### src/pager_defs.svh
`ifndef PAGER_DEFS_SVH
`define PAGER_DEFS_SVH

// Virtual page number, address bits 13 to 26
`define PG_VPN_W 14
`define PG_PPN_W 13

// Page table of 256 words
`define PG_IDX_W 8

// User bit plus address bits 13 to 17
`define PG_TAG_W 6

`define PG_WORD_W 36
`define PG_HALF_W 18
`define PG_FAIL_W 5

`endif
### src/pageFailPkg.sv
package pageFailPkg;

  // Bit index of each fail-code field

  // Entry plus its stored parity bit was not odd
  localparam int PF_PARITY = 0;

  // Copies of the entry bits at the time of the fail
  localparam int PF_ACCESS = 1;
  localparam int PF_WRITABLE = 2;
  localparam int PF_SOFTWARE = 3;

  // Reference was a write
  localparam int PF_WRITE = 4;

  // Number of fields, kept in step with PG_FAIL_W
  localparam int PF_FIELDS = 5;

endpackage

### src/pageTablePkg.sv
`include "pager_defs.svh"

package pageTablePkg;

  // One page-table word, bits numbered left to right as on the machine.
  // Left half (pair[0]) maps the even page, right half (pair[1]) the odd one
  typedef union packed {
    logic [0:`PG_WORD_W-1] whole;
    logic [0:1][0:`PG_HALF_W-1] pair;
  } ptWord;

  // Field positions inside one entry
  localparam int ENT_ACCESS = 0;
  localparam int ENT_PUBLIC = 1;
  localparam int ENT_WRITABLE = 2;
  localparam int ENT_SOFTWARE = 3;
  localparam int ENT_CACHE = 4;

  // Physical page in entry bits 5 to 17
  localparam int ENT_PPN = 5;
  localparam int ENT_PPN_W = 13;

endpackage

### src/pageFailCtl.sv
`timescale 1ns/100ps
`include "pager_defs.svh"

module pageFailCtl (
  input logic clk,
  input logic rstN,
  input logic refValid,
  input logic user,
  input logic write,
  input logic paged,
  input logic half,
  input logic match,
  input pageTablePkg::ptWord ptOut,
  input logic parOk,
  input logic [0:`PG_VPN_W-1] vpn,
  output logic pageOk,
  output logic pageRefill,
  output logic pageFail,
  output logic [0:`PG_PPN_W-1] ppn,
  output logic [0:`PG_FAIL_W-1] pfCode,
  output logic halfSel
);

  import pageTablePkg::*;
  import pageFailPkg::*;

  logic refQ;
  logic pagedQ;
  logic writeQ;
  logic [0:`PG_PPN_W-1] lowQ;

  logic [0:`PG_HALF_W-1] entry;
  logic pagedRef;
  logic pagedHit;
  logic parBad;
  logic noAccess;
  logic wrProt;
  logic [0:`PG_FAIL_W-1] pfNext;
  logic [0:`PG_FAIL_W-1] pfHold;

  always_ff @(posedge clk) begin
    if (!rstN) begin
      refQ <= 1'b0;
    end else begin
      refQ <= refValid;
    end
  end

  // Request fields line up with the table read
  always_ff @(posedge clk) begin
    pagedQ <= paged;
    writeQ <= write;
    halfSel <= half;
    lowQ <= vpn[`PG_VPN_W-`PG_PPN_W +: `PG_PPN_W];
  end

  always_comb begin
    entry = ptOut.pair[halfSel];
    pagedRef = refQ && pagedQ;
    pagedHit = pagedRef && match;

    // Fail causes in priority order
    parBad = pagedHit && !parOk;
    noAccess = pagedHit && parOk && !entry[ENT_ACCESS];
    wrProt = pagedHit && parOk && entry[ENT_ACCESS] && writeQ && !entry[ENT_WRITABLE];

    pageFail = parBad || noAccess || wrProt;
    pageRefill = pagedRef && !match;
    pageOk = (refQ && !pagedQ) || (pagedHit && !pageFail);

    // Unpaged passes the low page bits straight through
    ppn = pagedQ ? entry[ENT_PPN +: ENT_PPN_W] : lowQ;
  end

  always_comb begin
    pfNext = '0;
    pfNext[PF_PARITY] = !parOk;
    pfNext[PF_ACCESS] = entry[ENT_ACCESS];
    pfNext[PF_WRITABLE] = entry[ENT_WRITABLE];
    pfNext[PF_SOFTWARE] = entry[ENT_SOFTWARE];
    pfNext[PF_WRITE] = writeQ;
  end

  // New code shows during the fail pulse, held after it
  always_ff @(posedge clk) begin
    if (!rstN) begin
      pfHold <= '0;
    end else if (pageFail) begin
      pfHold <= pfNext;
    end
  end

  assign pfCode = pageFail ? pfNext : pfHold;

  oneResult: assert property (@(posedge clk) disable iff (!rstN)
    refValid |=> $onehot({pageOk, pageRefill, pageFail}))
    else $error("lookup did not end in exactly one result");

  noStrayResult: assert property (@(posedge clk) disable iff (!rstN)
    !refValid |=> !(pageOk || pageRefill || pageFail))
    else $error("result pulse without a lookup");

  reqKnown: assert property (@(posedge clk) disable iff (!rstN)
    refValid |-> !$isunknown({user, write, paged, vpn}))
    else $error("lookup started with unknown request fields");

endmodule

### config.mk
export PLATFORM = sky130hd
export DESIGN_NAME = pageFailCtl
export DESIGN_NICKNAME = d
export VERILOG_FILES = /design/src/pageFailPkg.sv /design/src/pageTablePkg.sv /design/src/pageFailCtl.sv
export VERILOG_INCLUDE_DIRS = /design/src /design/src/src
export SDC_FILE = /design/constraint.sdc
export NUM_CORES = 1
export LEC_CHECK = 0
export BUFFER_PORTS_ARGS = -buffer_cell sky130_fd_sc_hd__buf_2
export CAP_MARGIN = 10
export CORE_ASPECT_RATIO = 0.9
export CORE_UTILIZATION = 37
export DETAILED_ROUTE_END_ITERATION = 10
export PLACE_DENSITY_LB_ADDON = 0.1
export SYNTH_ARGS = -nofsm -noshare
export SYNTH_HDL_FRONTEND = slang
export SYNTH_SLANG_ARGS = --single-unit
### constraint.sdc
create_clock -name clk -period 2.1 [get_ports clk]
set_clock_uncertainty 0.1 [all_clocks]
set_input_delay 0.21 -clock clk [delete_from_list [all_inputs] [get_ports clk]]
set_output_delay 0.21 -clock clk [all_outputs]
set_load 0.1 [all_outputs]
==> results.yml <==
drt:
  drt_wl_total_um: 2800
  vias_per_cell: 4.89
  drt-wirelength-per-cell_um: 12.3
  first_pass_iters: 4
  antenna_left: 0
  vias: 1111
  drt_iter0_drc: 40
  drc: 0
hold_path:
  whs_path_depth: 2
  worstHoldPathType: "input port to flop"
  min_to: "pfHold[0]"
  worstHoldStart: "parOk"
worst_setup_path:
  cp_data_arrival_time_ps: 1790
  slowest_stage: "dfxtp_4"
  cp_cell_sequence: "buf_4 > mux2_2 > a21oi_1 > nor2_1 > a21oi_2 > buf_12"
  worstSetupPathType: "flop to primary output"
  end_kind: "primary output"
  r2r_cells: 5
  critPathLaunchType: "flop"
  r2r_slack_ps: 550
  cp.required_ps: 1790
  worstReg2RegEnd: "pfHold[3]"
  r2r_start: "halfSel"
  critPathMaxStageDelay_ps: 410
  crit_fanout: 4
final_layout:
  fin_nets: 259
  areaGrowthSynthToFinish_pct: 116
  instances_no_fill: 227
  num_antenna_cells: 0
  final_common_cell: "buf_2"
  mostFrequentLayoutCells: "buf_2 (53), buf_12 (21), dfxtp_1 (20)"
  drive_gt1_share_pct: 56.3
  num-fill-cells: 152
sta:
  timing.final.crit_period_ps: 2100
  period_share_pct: 99.8
  slew_headroom_pct: 68.0
  rsz0062_at_grt: "true"
  clock.fmax_mhz: 477
  hold_viol: 0
  worst_pin_slew_ps: 483
  drv_slew: 0
  setup_violations: 0
  hold_ws_ps: 55.6
global_route:
  track_usage_pct: 20.1
  grt_pass1_vias: 1053
  grt_max_degree: 29
  grt_first_pass_wirelength_um: 4430
  antenna_found_initial: 0
  grt_remaining_overflow: 0
synthesis:
  ys_seq_area_share_pct: 45.7
  syn_avg_cell_area_um2: 9.46
  ys_ff_latch: 22
  synth_area_um2: 965
  syn_nets: 161
  syn_inst: 102
  yosysUniqueCellTypes: 28
  yosysWarnings: 0
place:
  dp_hpwl_um: 2020
  io_buffers: 74
  gp_congestion: 0.759
  place_inst: 202
clocking:
  h-tree-depth: 1
  clkSinkCount: 22
  cts_tree: "done"
  clockBufferDepth: 2
  numCtsBuffers: 3
  cts_root_buf: "clkbuf_4"
  clk_pin_slew_ps: 130
  clock_latency_ps: 310
die:
  num_io_pins: 81
  die_width_um: 55.8
  die_area_mm2: 0.00282
  die_h_um: 50.4
  start_util_pct: 39.1
  core_area_mm2: 0.00247
  rows: 17
outcome:
  outcome: "finished clean"
power:
  vdd_drop_max_uv: 446
  power.leakage_nw: 0.939
  power_density_mw_per_mm2: 578
flow_run:
  max_cap_violations: 0
-- how the worst max path moves through the flow --
stage             from         to  slack (ps)
2_1_floorplan  halfSel  pfCode[0]        -430
3_3_place_gp   halfSel  pfCode[4]         200
3_5_place_dp   halfSel  pfCode[4]         160
4_1_cts        halfSel  pfCode[0]           4
5_1_grt        halfSel  pfCode[0]         -80
6_report       halfSel  pfCode[2]           3
-- registers in the layout, indices dropped and copies added, names as in the netlist --
name and flops:
writeQ 1, pfHold 5, refQ 1, pagedQ 1, halfSel 1, lowQ 13
-- report_power, final --
group | internal (W) | switching (W) | leakage (nW)
registers | 0.000437 | 0.00000984 | 0.184
clock network | 0.0000740 | 0.000125 | 0.0150
logic | 0.000224 | 0.000336 | 0.739
-- per-stage QoR --
| step | setup slack (ps) | setup TNS [ps] | power (W) | area (µm²) | utilization [%] |
|---|---|---|---|---|---|
| 2_1_floorplan | -432 | -1980 | 0.000788 | 1130 | - |
| 3_3_place_gp | 199 | 0 | 0.000975 | 1850 | 74.9 |
| 3_5_place_dp | 162 | 0 | 0.000983 | 1850 | 74.9 |
| 4_1_cts | 3.67 | 0 | 0.00121 | 2070 | 84.0 |
| 5_1_grt | -79.2 | -282 | 0.00126 | 2090 | 84.6 |
| 6_report | 3.49 | 0 | 0.00121 | 2090 | 84.6 |
-- layout make-up --
cell class              count  area (µm²)  area share [%]
repair buffers             98         912            43.7
multi-input cells          72         657            31.5
flip-flops and latches     22         445            21.3
well taps                  28        35.0            1.68
clock buffers               4        26.3            1.26
inverters                   3        11.3           0.540
-- what timing repair did --
action,in CTS,in global routing
pin swaps,3,0
endpoints found under the hold margin,16,1
hold buffers,16,1
resized for setup,3,1
setup endpoints to repair,4,5
setup buffers,5,0
-- cells in the mapped netlist (all sizes together) --
cell type	number	area (µm²)
clkbuf	2	7.51
inv	3	11.3
and2	1	6.26
mux2	2	26.3
buf	3	20.0
nor3	1	5.00
o221a	1	11.3
nor2	18	75.1
a31oi	1	6.26
nand3	1	5.00
a211o	1	8.76
a21boi	1	7.51
o21ai	2	10.0
o21ba	1	10.0
nand2	5	18.8
dfxtp	22	440
o32ai	1	8.76
o22a	1	8.76
a21oi	16	80.1
mux2i	16	164
nor2b	1	6.26
a211oi	2	27.5
-- per-layer routing --
layer | vias up | track usage [%] | wire length, µm
li1 | 550 | - | -
met1 | 509 | 20.6 | 1010
met2 | 50 | 40.0 | 1550
met3 | 2 | 5.41 | 222
met4 | 0 | 6.10 | 14
met5 | - | 0 | 0
-- worst max-delay path: cells and delay by family (launching register included) --
| kind | cells | cell delay (ps) |
|---|---|---|
| buffers and inverters | 2 | 320 |
| AO/OA/AOI/OAI | 2 | 320 |
| multiplexers | 1 | 350 |
| AND/OR/NAND/NOR | 1 | 80 |
| flip-flops | 1 | 410 |
-- logic make-up after synthesis --
| group | after synthesis | share of synthesized area (%) |
|---|---|---|
| AOI/OAI and AO/OA | 27 | 18.5 |
| and+or+nand+nor | 27 | 12.1 |
| DFF | 22 | 45.7 |
| muxes | 18 | 19.7 |
| buffers and inverters | 8 | 4.02 |
Note: power is estimated with default switching activity, not from simulation.
