$ cat config.mk
export PLATFORM = sky130hd
export DESIGN_NAME = pageParity
export DESIGN_NICKNAME = d
export VERILOG_FILES = /design/src/pageTablePkg.sv /design/src/pageParity.sv
export VERILOG_INCLUDE_DIRS = /design/src /design/src/src
export SDC_FILE = /design/constraint.sdc
export NUM_CORES = 1
export LEC_CHECK = 0
export BUFFER_PORTS_ARGS = -buffer_cell sky130_fd_sc_hd__buf_2
export CAP_MARGIN = 20
export CORE_UTILIZATION = 34
export DETAILED_ROUTE_END_ITERATION = 12
export PLACE_DENSITY = 0.94
export SLEW_MARGIN = 25
export SYNTH_ARGS = -nofsm -noshare
export SYNTH_HDL_FRONTEND = slang
export SYNTH_SLANG_ARGS = --single-unit
$ cat constraint.sdc
create_clock -name vclk -period 3.81
set_input_delay 0.762 -clock vclk [all_inputs]
set_output_delay 0.762 -clock vclk [all_outputs]
set_load 0.1 [all_outputs]
$ cat src/pager_defs.svh
`ifndef PAGER_DEFS_SVH
`define PAGER_DEFS_SVH

// Virtual page number, address bits 13 to 26
`define PG_VPN_W 14
`define PG_PPN_W 13

// Page table of 256 words
`define PG_IDX_W 8

// User bit plus address bits 13 to 17
`define PG_TAG_W 6

`define PG_WORD_W 36
`define PG_HALF_W 18
`define PG_FAIL_W 5

`endif
$ cat src/pageTablePkg.sv
`include "pager_defs.svh"

package pageTablePkg;

  // One page-table word, bits numbered left to right as on the machine.
  // Left half (pair[0]) maps the even page, right half (pair[1]) the odd one
  typedef union packed {
    logic [0:`PG_WORD_W-1] whole;
    logic [0:1][0:`PG_HALF_W-1] pair;
  } ptWord;

  // Field positions inside one entry
  localparam int ENT_ACCESS = 0;
  localparam int ENT_PUBLIC = 1;
  localparam int ENT_WRITABLE = 2;
  localparam int ENT_SOFTWARE = 3;
  localparam int ENT_CACHE = 4;

  // Physical page in entry bits 5 to 17
  localparam int ENT_PPN = 5;
  localparam int ENT_PPN_W = 13;

endpackage

$ cat src/pageParity.sv
`timescale 1ns/100ps
`include "pager_defs.svh"

module pageParity (
  input pageTablePkg::ptWord ptIn,
  input logic mbPar,
  input pageTablePkg::ptWord ptOut,
  input logic [0:1] parOut,
  input logic half,
  output logic [0:1] parIn,
  output logic parOk
);

  logic rightOdd;
  logic [0:`PG_HALF_W-1] selEntry;

  // Only one word parity comes with the buffer.
  // Right bit completes odd parity of its own half,
  // left bit is what remains of the word parity
  always_comb begin
    rightOdd = ^ptIn.pair[1];
    parIn[1] = ~rightOdd;
    parIn[0] = rightOdd ^ mbPar;
  end

  // Entry read back, checked with its own stored bit
  assign selEntry = ptOut.pair[half];
  assign parOk = ^{selEntry, parOut[half]};

endmodule

==> results of run 1 <==
-- cell families after synthesis --
group,Yosys count,share of synthesized area (%)
XOR/XNOR,44,81.0
multiplexers,8,15.2
AO/OA/AOI/OAI,1,0.947
AND/OR/NAND/NOR,1,0.710
buffers and inverters,1,2.13
-- power breakdown --
group | leakage, uW | internal (uW) | switching [uW]
clock network | 0 | 0 | 0
logic | 0.000467 | 146 | 329
registers | 0 | 0 | 0
-- per-stage QoR --
stage / cells / utilization [%] / setup WS (ns) / power [uW]
floorplan: 55 / - / 0.160 / 407
global placement: 130 / 62.9 / 0.646 / 473
detailed placement: 130 / 62.9 / 0.580 / 478
CTS: 130 / 62.9 / 0.579 / 479
global route: 130 / 62.9 / 0.516 / 492
finish: 130 / 62.9 / 0.594 / 475
-- cell usage in the layout, fill, tap and decap left out --
cell type	count
xnor3_1	2
mux2i_1	8
xnor2_4	1
xor2_1	18
xnor2_2	2
a21oi_1	1
nor2_1	1
xnor2_1	21
buf_2	61
-- cell usage after synthesis, drive strengths merged --
cell type  number  share of area, %
xnor2          24                43
xor2           18                30
mux2i           8                15
xnor3           2               8.5
a21oi           1              0.95
buf             1               2.1
nor2            1              0.71
-- cell type report --
cell class | instances | area share (%)
timing repair buffer | 61 | 35.5
multi-input combinational | 54 | 62.3
tap | 15 | 2.18
-- metal layers --
layer / vias to the layer above / part of all wire (%)
li1: 296 / -
met1: 231 / 31
met2: 40 / 59
met3: 2 / 9.3
met4: 0 / 0.83
met5: - / 0
-- worst max-delay path, stage by stage --
cell	delay (ns)
buf_2	0.10
xnor2_1	0.20
xnor2_1	0.15
xnor3_1	0.49
xnor2_4	0.19
xnor2_2	0.12
buf_2	0.43
-- final timing paths --
path	end	slack (ns)	cells past startpoint
worst max-delay path	parIn[0]	0.59	7
worst min-delay path	parIn[0]	1.97	3
==> metrics, run 1 <==
status complete, no violations; GRT Total Usage 12.5%; PD cells 553 nW/um^2; Starting Density 38.6%; Die W 41.4 um; synthesized area 528 um^2; crit path launch type input pin; max-slew violation total from the final report 0; static leakage 0.000467 uW; register area share after synthesis 0%; Layout area overhead 62.8%; post-CTS resize count 0; fill cell count 144; first-pass GRT wire length 1.81 mm; Die H 41.4 um; final hold vios 0; port buffer count 61; Multi-input gate area 536 um^2; drt initial violations 2; worst-margin pin slew 0.487 ns; Seq Cell Count 0; syn nets 131; share of cells above drive strength 1 55.7%; TNS Setup 0 ns; CP Max Fanout 2; nets 193; # clk buffers 0; Critical Path Sink Type output port; Placed Area 860 um^2; Hold Buf Count CTS 0; GR peak layer met2; Routed Antenna Nets 0; WL/cell 9.22 um; io pins 79; die area 1710 um^2; vias in the first global route 513; Post-Route WL 1.20 mm; VDD IR-drop max 0.567 mV; Hold Path Class in -> out; core area 1370 um^2; grt met2 use 30.6%; RSZ-0062 raised after global routing false; grt total ovfl 0; storage element area 0 um^2; Highest Clock Rate 311 MHz; GR Util met1 10.8%; crit path from ptIn[12]; initial antenna violation count 0; Max Cap Violations 0; GPL Wtd Cong 0.621; YS warnings 0; Hold Startpoint mbPar; drt drc 0; CP required 3.05 ns; relative slew slack 67.8%; Gate Count Post-Synth 55; post-route minimum period 3.22 ns; Worst Hold Margin 1.97 ns; Design Area, Final 860 um^2; setup bufs post-CTS 0; vias per cell 4.38; TritonRoute pass-1 iters 4; GR Util met3 0.435%; fin crit share 84.4%; path type of the worst setup path in -> out; CP arrival 2.45 ns; ant diodes 0; Unique masters post-synth 8; # setup viols final 0; via count 569; HPWL after DPL 1.12 mm; syn avg cell area 9.60 um^2; largest net degree at the start of global routing 11; row count 13
No activity file was read; power rests on OpenSTA's default activity.
==> run 2: changes to the inputs <==
--- a/config.mk
+++ b/config.mk
@@ -6,11 +6,12 @@
 export SDC_FILE = /design/constraint.sdc
 export NUM_CORES = 1
 export LEC_CHECK = 0
+export ABC_AREA = 1
 export BUFFER_PORTS_ARGS = -buffer_cell sky130_fd_sc_hd__buf_2
 export CAP_MARGIN = 20
-export CORE_UTILIZATION = 34
+export CORE_UTILIZATION = 41
 export DETAILED_ROUTE_END_ITERATION = 12
-export PLACE_DENSITY = 0.94
+export PLACE_DENSITY = 0.83
 export SLEW_MARGIN = 25
 export SYNTH_ARGS = -nofsm -noshare
 export SYNTH_HDL_FRONTEND = slang
==> constraint.sdc (replaced) <==
create_clock -name vclk -period 2.8
set_input_delay 0.56 -clock vclk [all_inputs]
set_output_delay 0.56 -clock vclk [all_outputs]
set_load 0.1 [all_outputs]
==> metrics, run 2 <==
crit-path max cell delay 0.18 ns; ranking of synthesized cells by area nand2_1, inv_1, nand3_1, xnor2_1, o21ai_0; drt drc 4; Hold Startpoint mbPar; CP arrival 2.00 ns; Seq pwr share 0%; Die W 57.5 um; setup bufs post-CTS 0; CP cell instances buf_2, buf_12, nand2_1, inv_1, nor2_1, nand2_1, nand2_1, nand2_1, nand2_1, nand2_1, nand3_1, nand3_1, nand2_1, buf_12; Logic pwr share 100.0%; Unique masters post-synth 16; Starting Density 44.7%; Routed Antenna Nets 0; port buffer count 61; drt initial violations 45; worst setup slack after layout 0.237 ns; CP Max Fanout 32; TNS Setup 0 ns; HPWL after DPL 2.54 mm; share of cells above drive strength 1 18.0%; vias per cell 4.47; most frequent cell after synthesis nand2_1; Power, Total 396 uW; most instantiated cells after synthesis nand2_1, inv_1, nand3_1; GPL Wtd Cong 0.802; Place WS 0.186 ns; failing checks DRC; TritonRoute pass-1 iters 8; Gate Count Post-Synth 309; ant diodes 0; RSZ-0062 raised after global routing false; YS warnings 0; WL/cell 7.17 um; Seq Cell Count 0; GRT Total Usage 17.3%; first-pass GRT wire length 4.93 mm; storage element area 0 um^2; largest net degree at the start of global routing 33; PD cells 246 nW/um^2; CP required 2.24 ns; switching part of the total power 65.1%; worst-margin pin slew 0.486 ns; via count 1776; relative slew slack 67.8%; synthesized area 1260 um^2; Layout area overhead 27.3%; Highest Clock Rate 390 MHz; cell repeated most along the worst path nand2_1; Switching Power 257 uW; most frequent cells in the layout nand2_1, buf_2, inv_1, nand3_1, nor2_1; VDD IR-drop max 0.112 mV; static leakage 0.00118 uW; path type of the worst setup path in -> out; # clk buffers 0; io pins 79; grt total ovfl 0; vias in the first global route 1409; syn avg cell area 4.09 um^2; post-route minimum period 2.56 ns; Hold Path Class in -> out; Post-Route WL 2.85 mm; # setup viols final 0; Clock Power Share 0%; syn nets 385; Max Cap Violations 0; Post-Place Cells 397; Yosys top cell area share 63.0%; Worst path slowest cell buf_12; most common cell after layout, fill and taps aside nand2_1; fin cells 397; Critical Path Sink Type output port; nets 444; biggest area consumer among synthesized cells nand2_1; register area share after synthesis 0%; fin crit share 91.5%; status finished with violations; core area 2830 um^2; Die H 57.5 um; crit path from half; final hold vios 0; max-slew violation total from the final report 0; row count 19; initial antenna violation count 0; fill cell count 318; die area 3310 um^2; crit path launch type input pin; Int Pwr 138 uW
==> run 2: cell types whose count changed after synthesis, sizes merged, moves of 12 or more <==
| cell | delta |
|---|---|
| inv | +45 |
| nand2 | +212 |
| o21ai | +12 |
| nand3 | +14 |
| xor2 | -17 |
| xnor2 | -17 |
==> run 2: power groups by stage <==
stage	Clock [uW]	Combinational, uW	Sequential (uW)
floorplan	0	286	0
global placement	0	387	0
detailed placement	0	396	0
CTS	0	397	0
global route	0	442	0
finish	0	396	0
==> run 2: what timing repair did <==
item                                    CTS  global route
resized for setup                         0             2
hold buffers                              0             0
endpoints found under the setup margin    0             1
==> run 2: worst paths after layout <==
check	end	slack, ns	depth (start not counted)
worst max-delay path	parOk	0.24	14
worst min-delay path	parIn[0]	1.62	4
==> run 2: layer usage <==
| layer | share of wire (%) | vias up | global-route usage [%] | wire [um] |
|---|---|---|---|---|
| li1 | - | 1028 | - | - |
| met1 | 47 | 710 | 20.4 | 1340 |
| met2 | 48 | 36 | 35.5 | 1380 |
| met3 | 4.0 | 2 | 0.454 | 115 |
| met4 | 0.42 | 0 | 0.697 | 12 |
| met5 | 0 | - | 0 | 0 |
==> run 2: kinds of logic after synthesis <==
logic type | synth area share, %
AO/OA/AOI/OAI | 5.35
XOR/XNOR | 5.54
buffers and inverters | 16.2
AND/OR/NAND/NOR | 72.9
==> run 2: cell type report <==
cell class | count | area, um^2 | area share [%]
inverters | 45 | 171 | 10.7
repair buffers | 62 | 340 | 21.2
multi-input cells | 259 | 1060 | 65.8
well taps | 31 | 38.8 | 2.41
==> run 2: through the flow <==
stage	hold WS, ns	util (%)	cell area [um^2]
6_report	1.62	56.9	1610
5_1_grt	1.64	56.9	1610
4_1_cts	1.63	56.8	1610
3_5_place_dp	1.63	56.8	1610
3_3_place_gp	1.62	56.8	1610
2_1_floorplan	1.71	-	1260
==> run 2: critical path: cells and delay by family <==
kind | cells | cell delay [ns]
buffers and inverters | 4 | 0.57
AND/OR/NAND/NOR | 10 | 0.87
